File: config.mk
export PLATFORM = sky130hd
export DESIGN_NAME = mesh_router
export DESIGN_NICKNAME = d
export VERILOG_FILES = /design/src/source/noc_port_pkg.sv /design/src/source/noc_flit_pkg.sv /design/src/source/mesh_router.sv /design/src/source/output_switch.sv /design/src/source/xy_route_unit.sv /design/src/source/flit_ingress.sv
export VERILOG_INCLUDE_DIRS = /design/src /design/src/include
export SDC_FILE = /design/constraint.sdc
export NUM_CORES = 1
export LEC_CHECK = 0
export ABC_CLOCK_PERIOD_IN_PS = 7300
export BUFFER_PORTS_ARGS = -buffer_cell sky130_fd_sc_hd__buf_2
export CAP_MARGIN = 20
export CORE_AREA = 4 4 134 136
export CTS_CLUSTER_DIAMETER = 50
export CTS_CLUSTER_SIZE = 20
export DETAILED_ROUTE_END_ITERATION = 10
export DIE_AREA = 0 0 138 140
export GPL_ROUTABILITY_DRIVEN = 1
export PLACE_DENSITY_LB_ADDON = 0.1
export RECOVER_POWER = 100
export SETUP_SLACK_MARGIN = 0.05
export SLEW_MARGIN = 20
export SYNTH_ARGS = -nofsm -noshare
export SYNTH_HDL_FRONTEND = slang
export SYNTH_HIERARCHICAL = 1
export SYNTH_SLANG_ARGS = --single-unit
export TNS_END_PERCENT = 10
File: constraint.sdc
create_clock -name clk -period 7.3 [get_ports clk]
set_input_delay 1.46 -clock clk [delete_from_list [all_inputs] [get_ports clk]]
set_output_delay 1.46 -clock clk [all_outputs]
set_load 0.02 [all_outputs]
File: src/include/noc_macros.svh
`ifndef NOC_MACROS_SVH
`define NOC_MACROS_SVH

////////////////////
// router geometry
////////////////////

// local, east, north, west, south
`define ROUTER_PORTS 5

// flit word, kind in the top two bits
`define FLIT_W 8

// one mesh coordinate
`define COORD_W 2

// mesh size, bounds the node position
`define MESH_X 4
`define MESH_Y 4

`endif
File: src/source/noc_port_pkg.sv
`default_nettype none

`include "noc_macros.svh"

package noc_port_pkg;

   ////////////////////
   // port numbering
   ////////////////////

   // L, E, N, W, S counted from zero
   typedef enum logic [2:0] {
      PORT_LOCAL = 3'd0,
      PORT_EAST  = 3'd1,
      PORT_NORTH = 3'd2,
      PORT_WEST  = 3'd3,
      PORT_SOUTH = 3'd4
   } port_idx_e;

   ////////////////////
   // port vectors
   ////////////////////

   // one bit per port, indexed by port_idx_e
   // route requests, strobes and pulses
   typedef logic [`ROUTER_PORTS-1:0] port_vec_t;

endpackage

`default_nettype wire

File: src/source/noc_flit_pkg.sv
`default_nettype none

`include "noc_macros.svh"

package noc_flit_pkg;

   ////////////////////
   // flit kind
   ////////////////////

   // head 10, body 00, tail 01 as on the older routers
   // single is a one-flit packet
   typedef enum logic [1:0] {
      FLIT_BODY   = 2'b00,
      FLIT_TAIL   = 2'b01,
      FLIT_HEAD   = 2'b10,
      FLIT_SINGLE = 2'b11
   } flit_kind_e;

   ////////////////////
   // flit views
   ////////////////////

   // head and single flits carry the destination
   typedef struct packed {
      flit_kind_e                               kind;
      logic [`FLIT_W-3-2*`COORD_W:0]            spare;
      logic [`COORD_W-1:0]                      dest_y;
      logic [`COORD_W-1:0]                      dest_x;
   } flit_hdr_t;

   // body and tail flits carry payload
   typedef struct packed {
      flit_kind_e        kind;
      logic [`FLIT_W-3:0] data;
   } flit_dat_t;

   // one word, decoded by kind
   typedef union packed {
      flit_hdr_t hdr;
      flit_dat_t dat;
   } flit_u;

endpackage

`default_nettype wire

File: src/source/mesh_router.sv
`timescale 1ns/10ps
`default_nettype none

`include "noc_macros.svh"

module mesh_router
   import noc_flit_pkg::*;
   import noc_port_pkg::*;
#(
   // router position in the mesh
   parameter int unsigned node_x = 0,
   parameter int unsigned node_y = 0
)(
   input  wire                             clk,
   input  wire                             rst_n,
   input  wire port_vec_t                  in_valid,
   input  wire flit_u [`ROUTER_PORTS-1:0]  in_flit,
   output port_vec_t                       out_valid,
   output flit_u [`ROUTER_PORTS-1:0]       out_flit,
   output port_vec_t                       drop,
   output port_vec_t                       seq_error
);

   // position must lie inside the mesh
   if (node_x >= `MESH_X || node_y >= `MESH_Y) begin : g_bad_node
      $error("mesh_router node position outside the mesh");
   end

   ////////////////////
   // internal links
   ////////////////////

   // ingress register stage to route and switch
   wire port_vec_t                      fwd_valid;
   wire flit_u [`ROUTER_PORTS-1:0]      fwd_flit;
   // one-hot requests per input
   wire port_vec_t [`ROUTER_PORTS-1:0]  req;

   ////////////////////
   // ingress
   ////////////////////

   flit_ingress u_ingress (
      .clk       (clk),
      .rst_n     (rst_n),
      .in_valid  (in_valid),
      .in_flit   (in_flit),
      .fwd_valid (fwd_valid),
      .fwd_flit  (fwd_flit),
      .seq_error (seq_error)
   );

   ////////////////////
   // route per input
   ////////////////////

   for (genvar p = 0; p < `ROUTER_PORTS; p++) begin : g_route
      xy_route_unit #(
         .node_x (node_x),
         .node_y (node_y)
      ) u_route (
         .clk       (clk),
         .rst_n     (rst_n),
         .fwd_valid (fwd_valid[p]),
         .fwd_flit  (fwd_flit[p]),
         .req       (req[p])
      );
   end

   ////////////////////
   // switch
   ////////////////////

   output_switch u_switch (
      .clk       (clk),
      .rst_n     (rst_n),
      .fwd_valid (fwd_valid),
      .fwd_flit  (fwd_flit),
      .req       (req),
      .out_valid (out_valid),
      .out_flit  (out_flit),
      .drop      (drop)
   );

endmodule

`default_nettype wire

File: src/source/output_switch.sv
`timescale 1ns/10ps
`default_nettype none

`include "noc_macros.svh"

module output_switch
   import noc_flit_pkg::*;
   import noc_port_pkg::*;
(
   input  wire                                 clk,
   input  wire                                 rst_n,
   input  wire port_vec_t                      fwd_valid,
   input  wire flit_u [`ROUTER_PORTS-1:0]      fwd_flit,
   input  wire port_vec_t [`ROUTER_PORTS-1:0]  req,
   output port_vec_t                           out_valid,
   output flit_u [`ROUTER_PORTS-1:0]           out_flit,
   output port_vec_t                           drop
);

   // packet holding each output
   port_idx_e owner_q [`ROUTER_PORTS];
   port_vec_t busy_q;

   // gnt[o][p] set when output o goes to input p
   port_vec_t [`ROUTER_PORTS-1:0] gnt;
   // same matrix by input as col[p][o]
   port_vec_t [`ROUTER_PORTS-1:0] col;
   port_idx_e                     win_idx [`ROUTER_PORTS];
   port_vec_t                     is_start;
   port_vec_t                     granted;
   port_vec_t                     has_req;

   ////////////////////
   // allocation
   ////////////////////

   always_comb begin
      for (int p = 0; p < `ROUTER_PORTS; p++) begin
         is_start[p] = fwd_flit[p].hdr.kind inside {FLIT_HEAD, FLIT_SINGLE};
         has_req[p]  = fwd_valid[p] & (|req[p]);
      end
   end

   always_comb begin
      gnt = '0;
      for (int o = 0; o < `ROUTER_PORTS; o++) begin
         win_idx[o] = PORT_LOCAL;
         if (busy_q[o]) begin
            // locked so only the owner passes
            if (fwd_valid[owner_q[o]] && req[owner_q[o]][o]) begin
               gnt[o][owner_q[o]] = 1'b1;
               win_idx[o]         = owner_q[o];
            end
         end else begin
            // free output walks down so the lowest requester is left
            for (int p = `ROUTER_PORTS - 1; p >= 0; p--) begin
               if (fwd_valid[p] && req[p][o] && is_start[p]) begin
                  gnt[o]     = port_vec_t'(1) << p;
                  win_idx[o] = port_idx_e'(p);
               end
            end
         end
      end
   end

   // transpose for the per-input view
   always_comb begin
      for (int p = 0; p < `ROUTER_PORTS; p++) begin
         for (int o = 0; o < `ROUTER_PORTS; o++)
            col[p][o] = gnt[o][p];
         granted[p] = |col[p];
      end
   end

   ////////////////////
   // lock state, strobes
   ////////////////////

   always_ff @(posedge clk or negedge rst_n) begin
      if (!rst_n) begin
         busy_q    <= '0;
         out_valid <= '0;
         drop      <= '0;
         for (int o = 0; o < `ROUTER_PORTS; o++)
            owner_q[o] <= PORT_LOCAL;
      end else begin
         for (int o = 0; o < `ROUTER_PORTS; o++) begin
            out_valid[o] <= |gnt[o];
            if (|gnt[o]) begin
               // head locks, tail frees, single never locks
               if (fwd_flit[win_idx[o]].hdr.kind == FLIT_HEAD) begin
                  busy_q[o]  <= 1'b1;
                  owner_q[o] <= win_idx[o];
               end else if (fwd_flit[win_idx[o]].hdr.kind == FLIT_TAIL) begin
                  busy_q[o] <= 1'b0;
               end
            end
         end
         // lost or blocked flits are not retried
         drop <= has_req & ~granted;
      end
   end

   // output flit registers
   always_ff @(posedge clk) begin
      for (int o = 0; o < `ROUTER_PORTS; o++) begin
         if (|gnt[o])
            out_flit[o] <= fwd_flit[win_idx[o]];
      end
   end

   ////////////////////
   // checks
   ////////////////////

   for (genvar i = 0; i < `ROUTER_PORTS; i++) begin : g_chk
      // one flit cannot leave on two outputs
      a_one_out : assert property (@(posedge clk) disable iff (!rst_n)
         $onehot0(col[i]));
      // lock taken by an earlier head holds until its tail
      a_lock_held : assert property (@(posedge clk) disable iff (!rst_n)
         busy_q[i] |-> (gnt[i] & ~(port_vec_t'(1) << owner_q[i])) == '0);
   end

endmodule

`default_nettype wire

File: src/source/xy_route_unit.sv
`timescale 1ns/10ps
`default_nettype none

`include "noc_macros.svh"

module xy_route_unit
   import noc_flit_pkg::*;
   import noc_port_pkg::*;
#(
   parameter int unsigned node_x = 0,
   parameter int unsigned node_y = 0
)(
   input  wire        clk,
   input  wire        rst_n,
   input  wire        fwd_valid,
   input  wire flit_u fwd_flit,
   output port_vec_t  req
);

   // one extra bit so the difference keeps its sign
   localparam int diff_w = `COORD_W + 1;

   localparam logic [`COORD_W-1:0] node_xc = `COORD_W'(node_x);
   localparam logic [`COORD_W-1:0] node_yc = `COORD_W'(node_y);

   logic                      is_start;
   logic signed [diff_w-1:0]  xc;
   logic signed [diff_w-1:0]  yc;
   logic signed [diff_w-1:0]  xd;
   logic signed [diff_w-1:0]  yd;
   logic signed [diff_w-1:0]  xdiff;
   logic signed [diff_w-1:0]  ydiff;
   port_idx_e                 route_dir;
   port_idx_e                 route_q;
   port_idx_e                 sel_dir;

   ////////////////////
   // header decode
   ////////////////////

   // only head and single carry coordinates
   assign is_start = fwd_flit.hdr.kind inside {FLIT_HEAD, FLIT_SINGLE};

   // current node
   assign xc = $signed({1'b0, node_xc});
   assign yc = $signed({1'b0, node_yc});
   // destination
   assign xd = $signed({1'b0, fwd_flit.hdr.dest_x});
   assign yd = $signed({1'b0, fwd_flit.hdr.dest_y});

   assign xdiff = xd - xc;
   assign ydiff = yd - yc;

   ////////////////////
   // dimension order
   ////////////////////

   // x first, then y, local when both match
   always_comb begin
      route_dir = PORT_LOCAL;
      if (xdiff > 0)
         route_dir = PORT_EAST;
      else if (xdiff < 0)
         route_dir = PORT_WEST;
      else if (ydiff > 0)
         route_dir = PORT_SOUTH;
      else if (ydiff < 0)
         route_dir = PORT_NORTH;
   end

   // packet route, held for body and tail
   always_ff @(posedge clk or negedge rst_n) begin
      if (!rst_n)
         route_q <= PORT_LOCAL;
      else if (fwd_valid && is_start)
         route_q <= route_dir;
   end

   // head uses the fresh route in its own cycle
   assign sel_dir = is_start ? route_dir : route_q;

   ////////////////////
   // request
   ////////////////////

   // one-hot toward the chosen output, idle when no flit
   assign req = fwd_valid ? (port_vec_t'(1) << sel_dir) : '0;

   // switch relies on exactly one request per flit
   a_req_onehot : assert property (@(posedge clk) disable iff (!rst_n)
      fwd_valid |-> $onehot(req));

endmodule

`default_nettype wire

File: src/source/flit_ingress.sv
`timescale 1ns/10ps
`default_nettype none

`include "noc_macros.svh"

module flit_ingress
   import noc_flit_pkg::*;
   import noc_port_pkg::*;
(
   input  wire                             clk,
   input  wire                             rst_n,
   input  wire port_vec_t                  in_valid,
   input  wire flit_u [`ROUTER_PORTS-1:0]  in_flit,
   output port_vec_t                       fwd_valid,
   output flit_u [`ROUTER_PORTS-1:0]       fwd_flit,
   output port_vec_t                       seq_error
);

   // one bit per port, set between head and tail
   port_vec_t open_q;
   // flit kind fits the packet state
   port_vec_t in_order;
   port_vec_t accept;

   ////////////////////
   // order check
   ////////////////////

   always_comb begin
      for (int p = 0; p < `ROUTER_PORTS; p++) begin
         // head and single only outside a packet
         if (in_flit[p].dat.kind inside {FLIT_HEAD, FLIT_SINGLE})
            in_order[p] = ~open_q[p];
         // body and tail only inside one
         else
            in_order[p] = open_q[p];
      end
   end

   assign accept = in_valid & in_order;

   ////////////////////
   // register stage
   ////////////////////

   always_ff @(posedge clk or negedge rst_n) begin
      if (!rst_n) begin
         fwd_valid <= '0;
         seq_error <= '0;
         open_q    <= '0;
      end else begin
         fwd_valid <= accept;
         // one-cycle flag, flit is dropped
         seq_error <= in_valid & ~in_order;
         for (int p = 0; p < `ROUTER_PORTS; p++) begin
            if (accept[p]) begin
               // head opens, tail closes, body and single leave it
               if (in_flit[p].dat.kind == FLIT_HEAD)
                  open_q[p] <= 1'b1;
               else if (in_flit[p].dat.kind == FLIT_TAIL)
                  open_q[p] <= 1'b0;
            end
         end
      end
   end

   // flit word only moves with an accepted strobe
   always_ff @(posedge clk) begin
      for (int p = 0; p < `ROUTER_PORTS; p++) begin
         if (accept[p])
            fwd_flit[p] <= in_flit[p];
      end
   end

   // a rejected flit must not reach the route units
   a_err_not_fwd : assert property (@(posedge clk) disable iff (!rst_n)
      (seq_error & fwd_valid) == '0);

endmodule

`default_nettype wire

## After elaboration in Yosys (flattened, before gate mapping)

Cells that the tools add are included.

| word-level totals | value |
|---|---|
| register bits | 140 |
| input bits | 47 |
| word-level logic and storage cells | 404 |

| cells by class | value |
|---|---|
| magnitude comparators | 35 |
| equal/unequal tests | 35 |
| shifts and indexed selects | 5 |
| multiplexer cells | 165 |
| bitwise logic cells | 15 |
| reduce and logical (&&, ||, !) cells | 115 |

Operator list:

| cell | count |
|---|---|
| $mux W5 | 41 |
| $mux W3 | 56 |
| $bmux W8 S3 | 5 |
| $bmux W5 S3 | 5 |
| $reduce_or A5 Y1 | 15 |
| $logic_and A1 B1 Y1 | 65 |
| $eq A2 B2 Y1 const B | 25 |
| $lt A3 B4 Y1 const B | 10 |
| $mux W8 | 5 |
| $reduce_bool A2 Y1 | 20 |
| $mux W1 | 36 |
| $reduce_and A2 Y1 | 15 |
| $shl A1 B3 Y5 const A | 5 |
| $eq A2 B1 Y1 const B | 10 |
| $gt A2 B1 Y1 const B | 10 |
| $lt A2 B1 Y1 const B | 10 |
| $and A5 B5 Y5 | 3 |
| $bmux W1 S3 | 5 |
| $demux W1 S3 | 5 |
| $ge A3 B1 Y1 const B | 5 |
| $mux W2 | 6 |
| $not A5 Y5 | 2 |
| $and A1 B1 Y1 | 5 |
| $not A1 Y1 | 5 |
| $mux W4 | 1 |

## Longest topological paths before layout

| depth | value |
|---|---|
| depth after elaboration | 21 |
| gate-level depth with buffers | 14 |
| depth with buffers taken out | 13 |

## Cells and area by module

Netlist, hierarchy kept.

Modules (own cells, without submodules):

| module | times used | cells each | area an instance (um^2) | sequential area each (um^2) |
|---|---|---|---|---|
| output_switch | 1 | 579 | 5,542.8 | 1,951.9 |
| flit_ingress | 1 | 105 | 1,964.4 | 1,576.5 |
| xy_route_unit | 5 | 18 | 156.4 | 50.0 |

## Least setup slack after synthesis

No wires, ideal clock.

| timing path | value |
|---|---|
| kind | register -> register |
| from | reg u_ingress/fwd_flit[7] in the netlist's numbering |
| to | reg u_switch.busy_q[4] |
| arrival time | 3.158 ns |
| path slack | 4.062 ns |
| stages on the path, launching flop included | 13 |
| path buffers | 1 |
| clock period less this slack | 3.238 ns |
| cells stage by stage | edfxtp_1 or3b_1 o22ai_1 mux2_2 a21oi_1 o21a_1 or2_1 o21a_1 clkbuf_1 a221o_1 ha_1 nor2b_1 mux2i_1 |

RTL lines:

| element | line | RTL |
|---|---|---|
| from (decl) | flit_ingress.sv:15 | `` output flit_u [`ROUTER_PORTS-1:0] fwd_flit, `` |
| from (signal, indexed assignment) | flit_ingress.sv:71 | `fwd_flit[p] <= in_flit[p];` |
| to (signal assigned) | output_switch.sv:81 | `busy_q <= '0;` |
| to (signal, indexed assignment) | output_switch.sv:92 | `busy_q[o] <= 1'b1;` |
| to (signal, indexed assignment) | output_switch.sv:95 | `busy_q[o] <= 1'b0;` |
| to (decl) | output_switch.sv:22 | `port_vec_t busy_q;` |

==> impl_metrics.tcl <==
set metrics [dict create \
    dieArea_mm2 0.0193 \
    fmax_mhz 176 \
    failed_checks "max-capacitance violations, max-slew violations" \
    final_antenna_net_count 0 \
    syn_inst 774 \
    relSlewSlack_pct -130 \
    layout_setup_ws_ps 1620 \
    final_layout_size_suffix_gt1_share_pct 13.2 \
    first_pass_iters 6 \
    synth_area_per_cell_um2 10.7 \
    final_util_pct 55.0 \
    drt_wl_total_mm 27.1 \
    ys.warnings.count 6 \
    cap_violations 3 \
    die_height_um 140 \
    antenna_found_initial 0 \
    num_antenna_cells 0 \
    place_ws_ps 2930 \
    drt_iter0_drc 854 \
    wl_per_cell_um 24.6 \
    cp.arrival_ps 5890 \
    postCtsSetupRepairBufs 0 \
    worstSetupStartpointType "flop" \
    power_mw 2.73 \
    globalRouteTotalUtil_pct 27.6 \
    worstPathRequired_ps 7510 \
    synthSimpleGateAreaFrac_pct 14.9 \
    power_density_mw_per_mm2 293 \
    core_mm2 0.0169 \
    start_util_pct 48.9 \
    min_period_ps 5680 \
    grt_pass1_vias 7281 \
    muxShareOfSynthArea_pct 12.8 \
    die_w_um 138 \
    clock_sinks 135 \
    final_cell_mix "80 x edfxtp_1, 70 x mux2i_1, 68 x clkbuf_1, 55 x dfrtp_1, 48 x nand2_1" \
    vdd_drop_max_uv 187 \
    ys.flop_type "edfxtp_1" \
    clk_path_buf_depth 2 \
    ys_ff_latch 135 \
    cts_buffers 17 \
    crit_fanout 20 \
    path_clk_slew_ps 60 \
    hold_violations 0 \
    crit_path_end_kind "flop" \
    synth_top_family_by_area "compound AO/OA/AOI/OAI gates" \
    synth_xor_area_share_pct 0 \
    placed_cells 1068 \
    routed_via_density 6.57 \
    clk_latency_ps 420 \
    layout.cells.non_filler 1101 \
    ys_async_sr_fraction_pct 40.7 \
    synthesis.area_mm2 0.00829 \
    rows 48 \
    hp-class "flop to flop" \
    setup_viol 0 \
    tritoncts "built" \
    rsz0062_at_grt "false" \
    synth-edff-count 80 \
    fin_crit_sh_pct 77.8 \
    gp_congestion 0.965 \
    grt_pass1_wl_mm 41.2 \
    port_buffers 101 \
    overflow 0 \
    fin_nets 925 \
    root_buffer "clkbuf_16" \
    ctsHoldBuffers 0 \
    synthAdderAreaFrac_pct 2.26 \
    htree_levels 4 \
    ys_seq_area_share_pct 45.6 \
    setup_tns_ps 0 \
    grt_max_degree 56 \
    io_pins 102 \
    worst_clock_skew_ps 9.04 \
    drv_slew 96 \
    synth_compound_area_share_pct 19.5 \
    worstMarginPinSlew_ps 3450 \
    power.leakage_nw 3.88 \
    drc 0 \
    vias 7234 \
    final_common_cell "edfxtp_1" \
    dpl.hpwl_mm 19.9 \
    netlist-cell-type-count 80 \
    status "complete, but fails checks" \
    synthToLayoutAreaGrowth_pct 12.4 \
    cts-resized-gates 0 \
    path_class "flop to flop" \
]
cells in the mapped netlist, types with 7 or more instances:
master     count  area (um^2)
ha_1          15          188
and3_1         9         56.3
o2bb2ai_1      9         78.8
mux2_2        26          293
nor2_1        33          124
nor2b_1        7         43.8
mux2i_1       70          701
a21oi_1       40          200
nand3_1       18         90.1
dfrtp_1       55         1380
a211oi_1       7         52.6
o32ai_1        7         61.3
or3_1          7         43.8
a221oi_1      13          114
clkbuf_1      11         41.3
o21ai_0       35          175
a31oi_1        7         43.8
nor3_1        13         65.1
and2_1         7         43.8
or2_2          9         56.3
nand2_1       48          180
buf_2         13         65.1
edfxtp_1      80         2400
or3b_1        15          131
inv_1         39          146
a21boi_0      12         90.1
o22ai_1       24          150
buf_4         11         82.6
report_power, final:
group	switching, mW	internal [mW]
Sequential	0.195	0.979
Clock	0.370	0.451
Combinational	0.457	0.279
worst max-delay path, cell delays in order, from the launching register on:
cell and delay [ps]:
edfxtp_1 690, or3b_1 470, a21boi_0 660, a31oi_1 400, a2bb2oi_1 1790, mux2_2 430
o22ai_1 90, a21oi_1 310, ha_1 250, inv_1 90, a21o_1 160, o2bb2ai_1 120
area by class of cell:
class | instances | area (um^2)
fillers | 1585 | 7620
multi-input cells | 565 | 4100
flip-flops and latches | 135 | 3780
repair buffers | 105 | 447
clock buffers | 18 | 429
well taps | 225 | 282
inverters | 39 | 146
clock inverters | 14 | 135
flip-flops by register name, indices dropped and copies added, names as in the netlist, 10 cells and up:
name                     flops
g_route.u_route/route_q     10
u_ingress/fwd_flit          40
u_switch/out_flit           40
u_switch/owner_q            15
cells by family (layout without fill, tap and decap cells):
family                   after synthesis  in the layout
AO/OA/AOI/OAI                        228            228
adder cells (fa/ha/maj)               15             15
buffers and inverters                 79            176
flip-flops                           135            135
multiplexers                          99             99
other                                  5             10
AND/OR/NAND/NOR                      213            213
metal layers:
layer / GRT usage, % / up-vias / wire length (um)
met2: 46.2 / 426 / 13300
met4: 13.0 / 0 / 1100
met5: 0 / - / 0
li1: - / 3165 / -
met1: 34.6 / 3567 / 10500
met3: 5.29 / 76 / 2200
metrics by stage:
step | hold WS (ps) | instance area (um^2)
final | 513 | 9320
after global routing | 534 | 9320
after CTS | 515 | 9450
after detailed placement | 500 | 8890
after global placement | 483 | 8880
after floorplan | 473 | 8310
final timing paths:
path	startpoint	to	slack [ps]	depth (start not counted)
min in group asynchronous	rst_n	u_switch/owner_q[5]	2310	2
max in group asynchronous	rst_n	u_switch/out_valid[0]	3060	2
worst min-delay path	u_ingress/open_q[3]	u_ingress/open_q[3]	510	1
worst max-delay path	u_ingress/fwd_flit[7]	u_switch/owner_q[9]	1620	11
worst max register to register	u_ingress/fwd_flit[7]	u_switch/owner_q[9]	1620	11
worst min register to register	u_ingress/open_q[3]	u_ingress/open_q[3]	510	1
No activity file was read; power rests on OpenSTA's default activity.
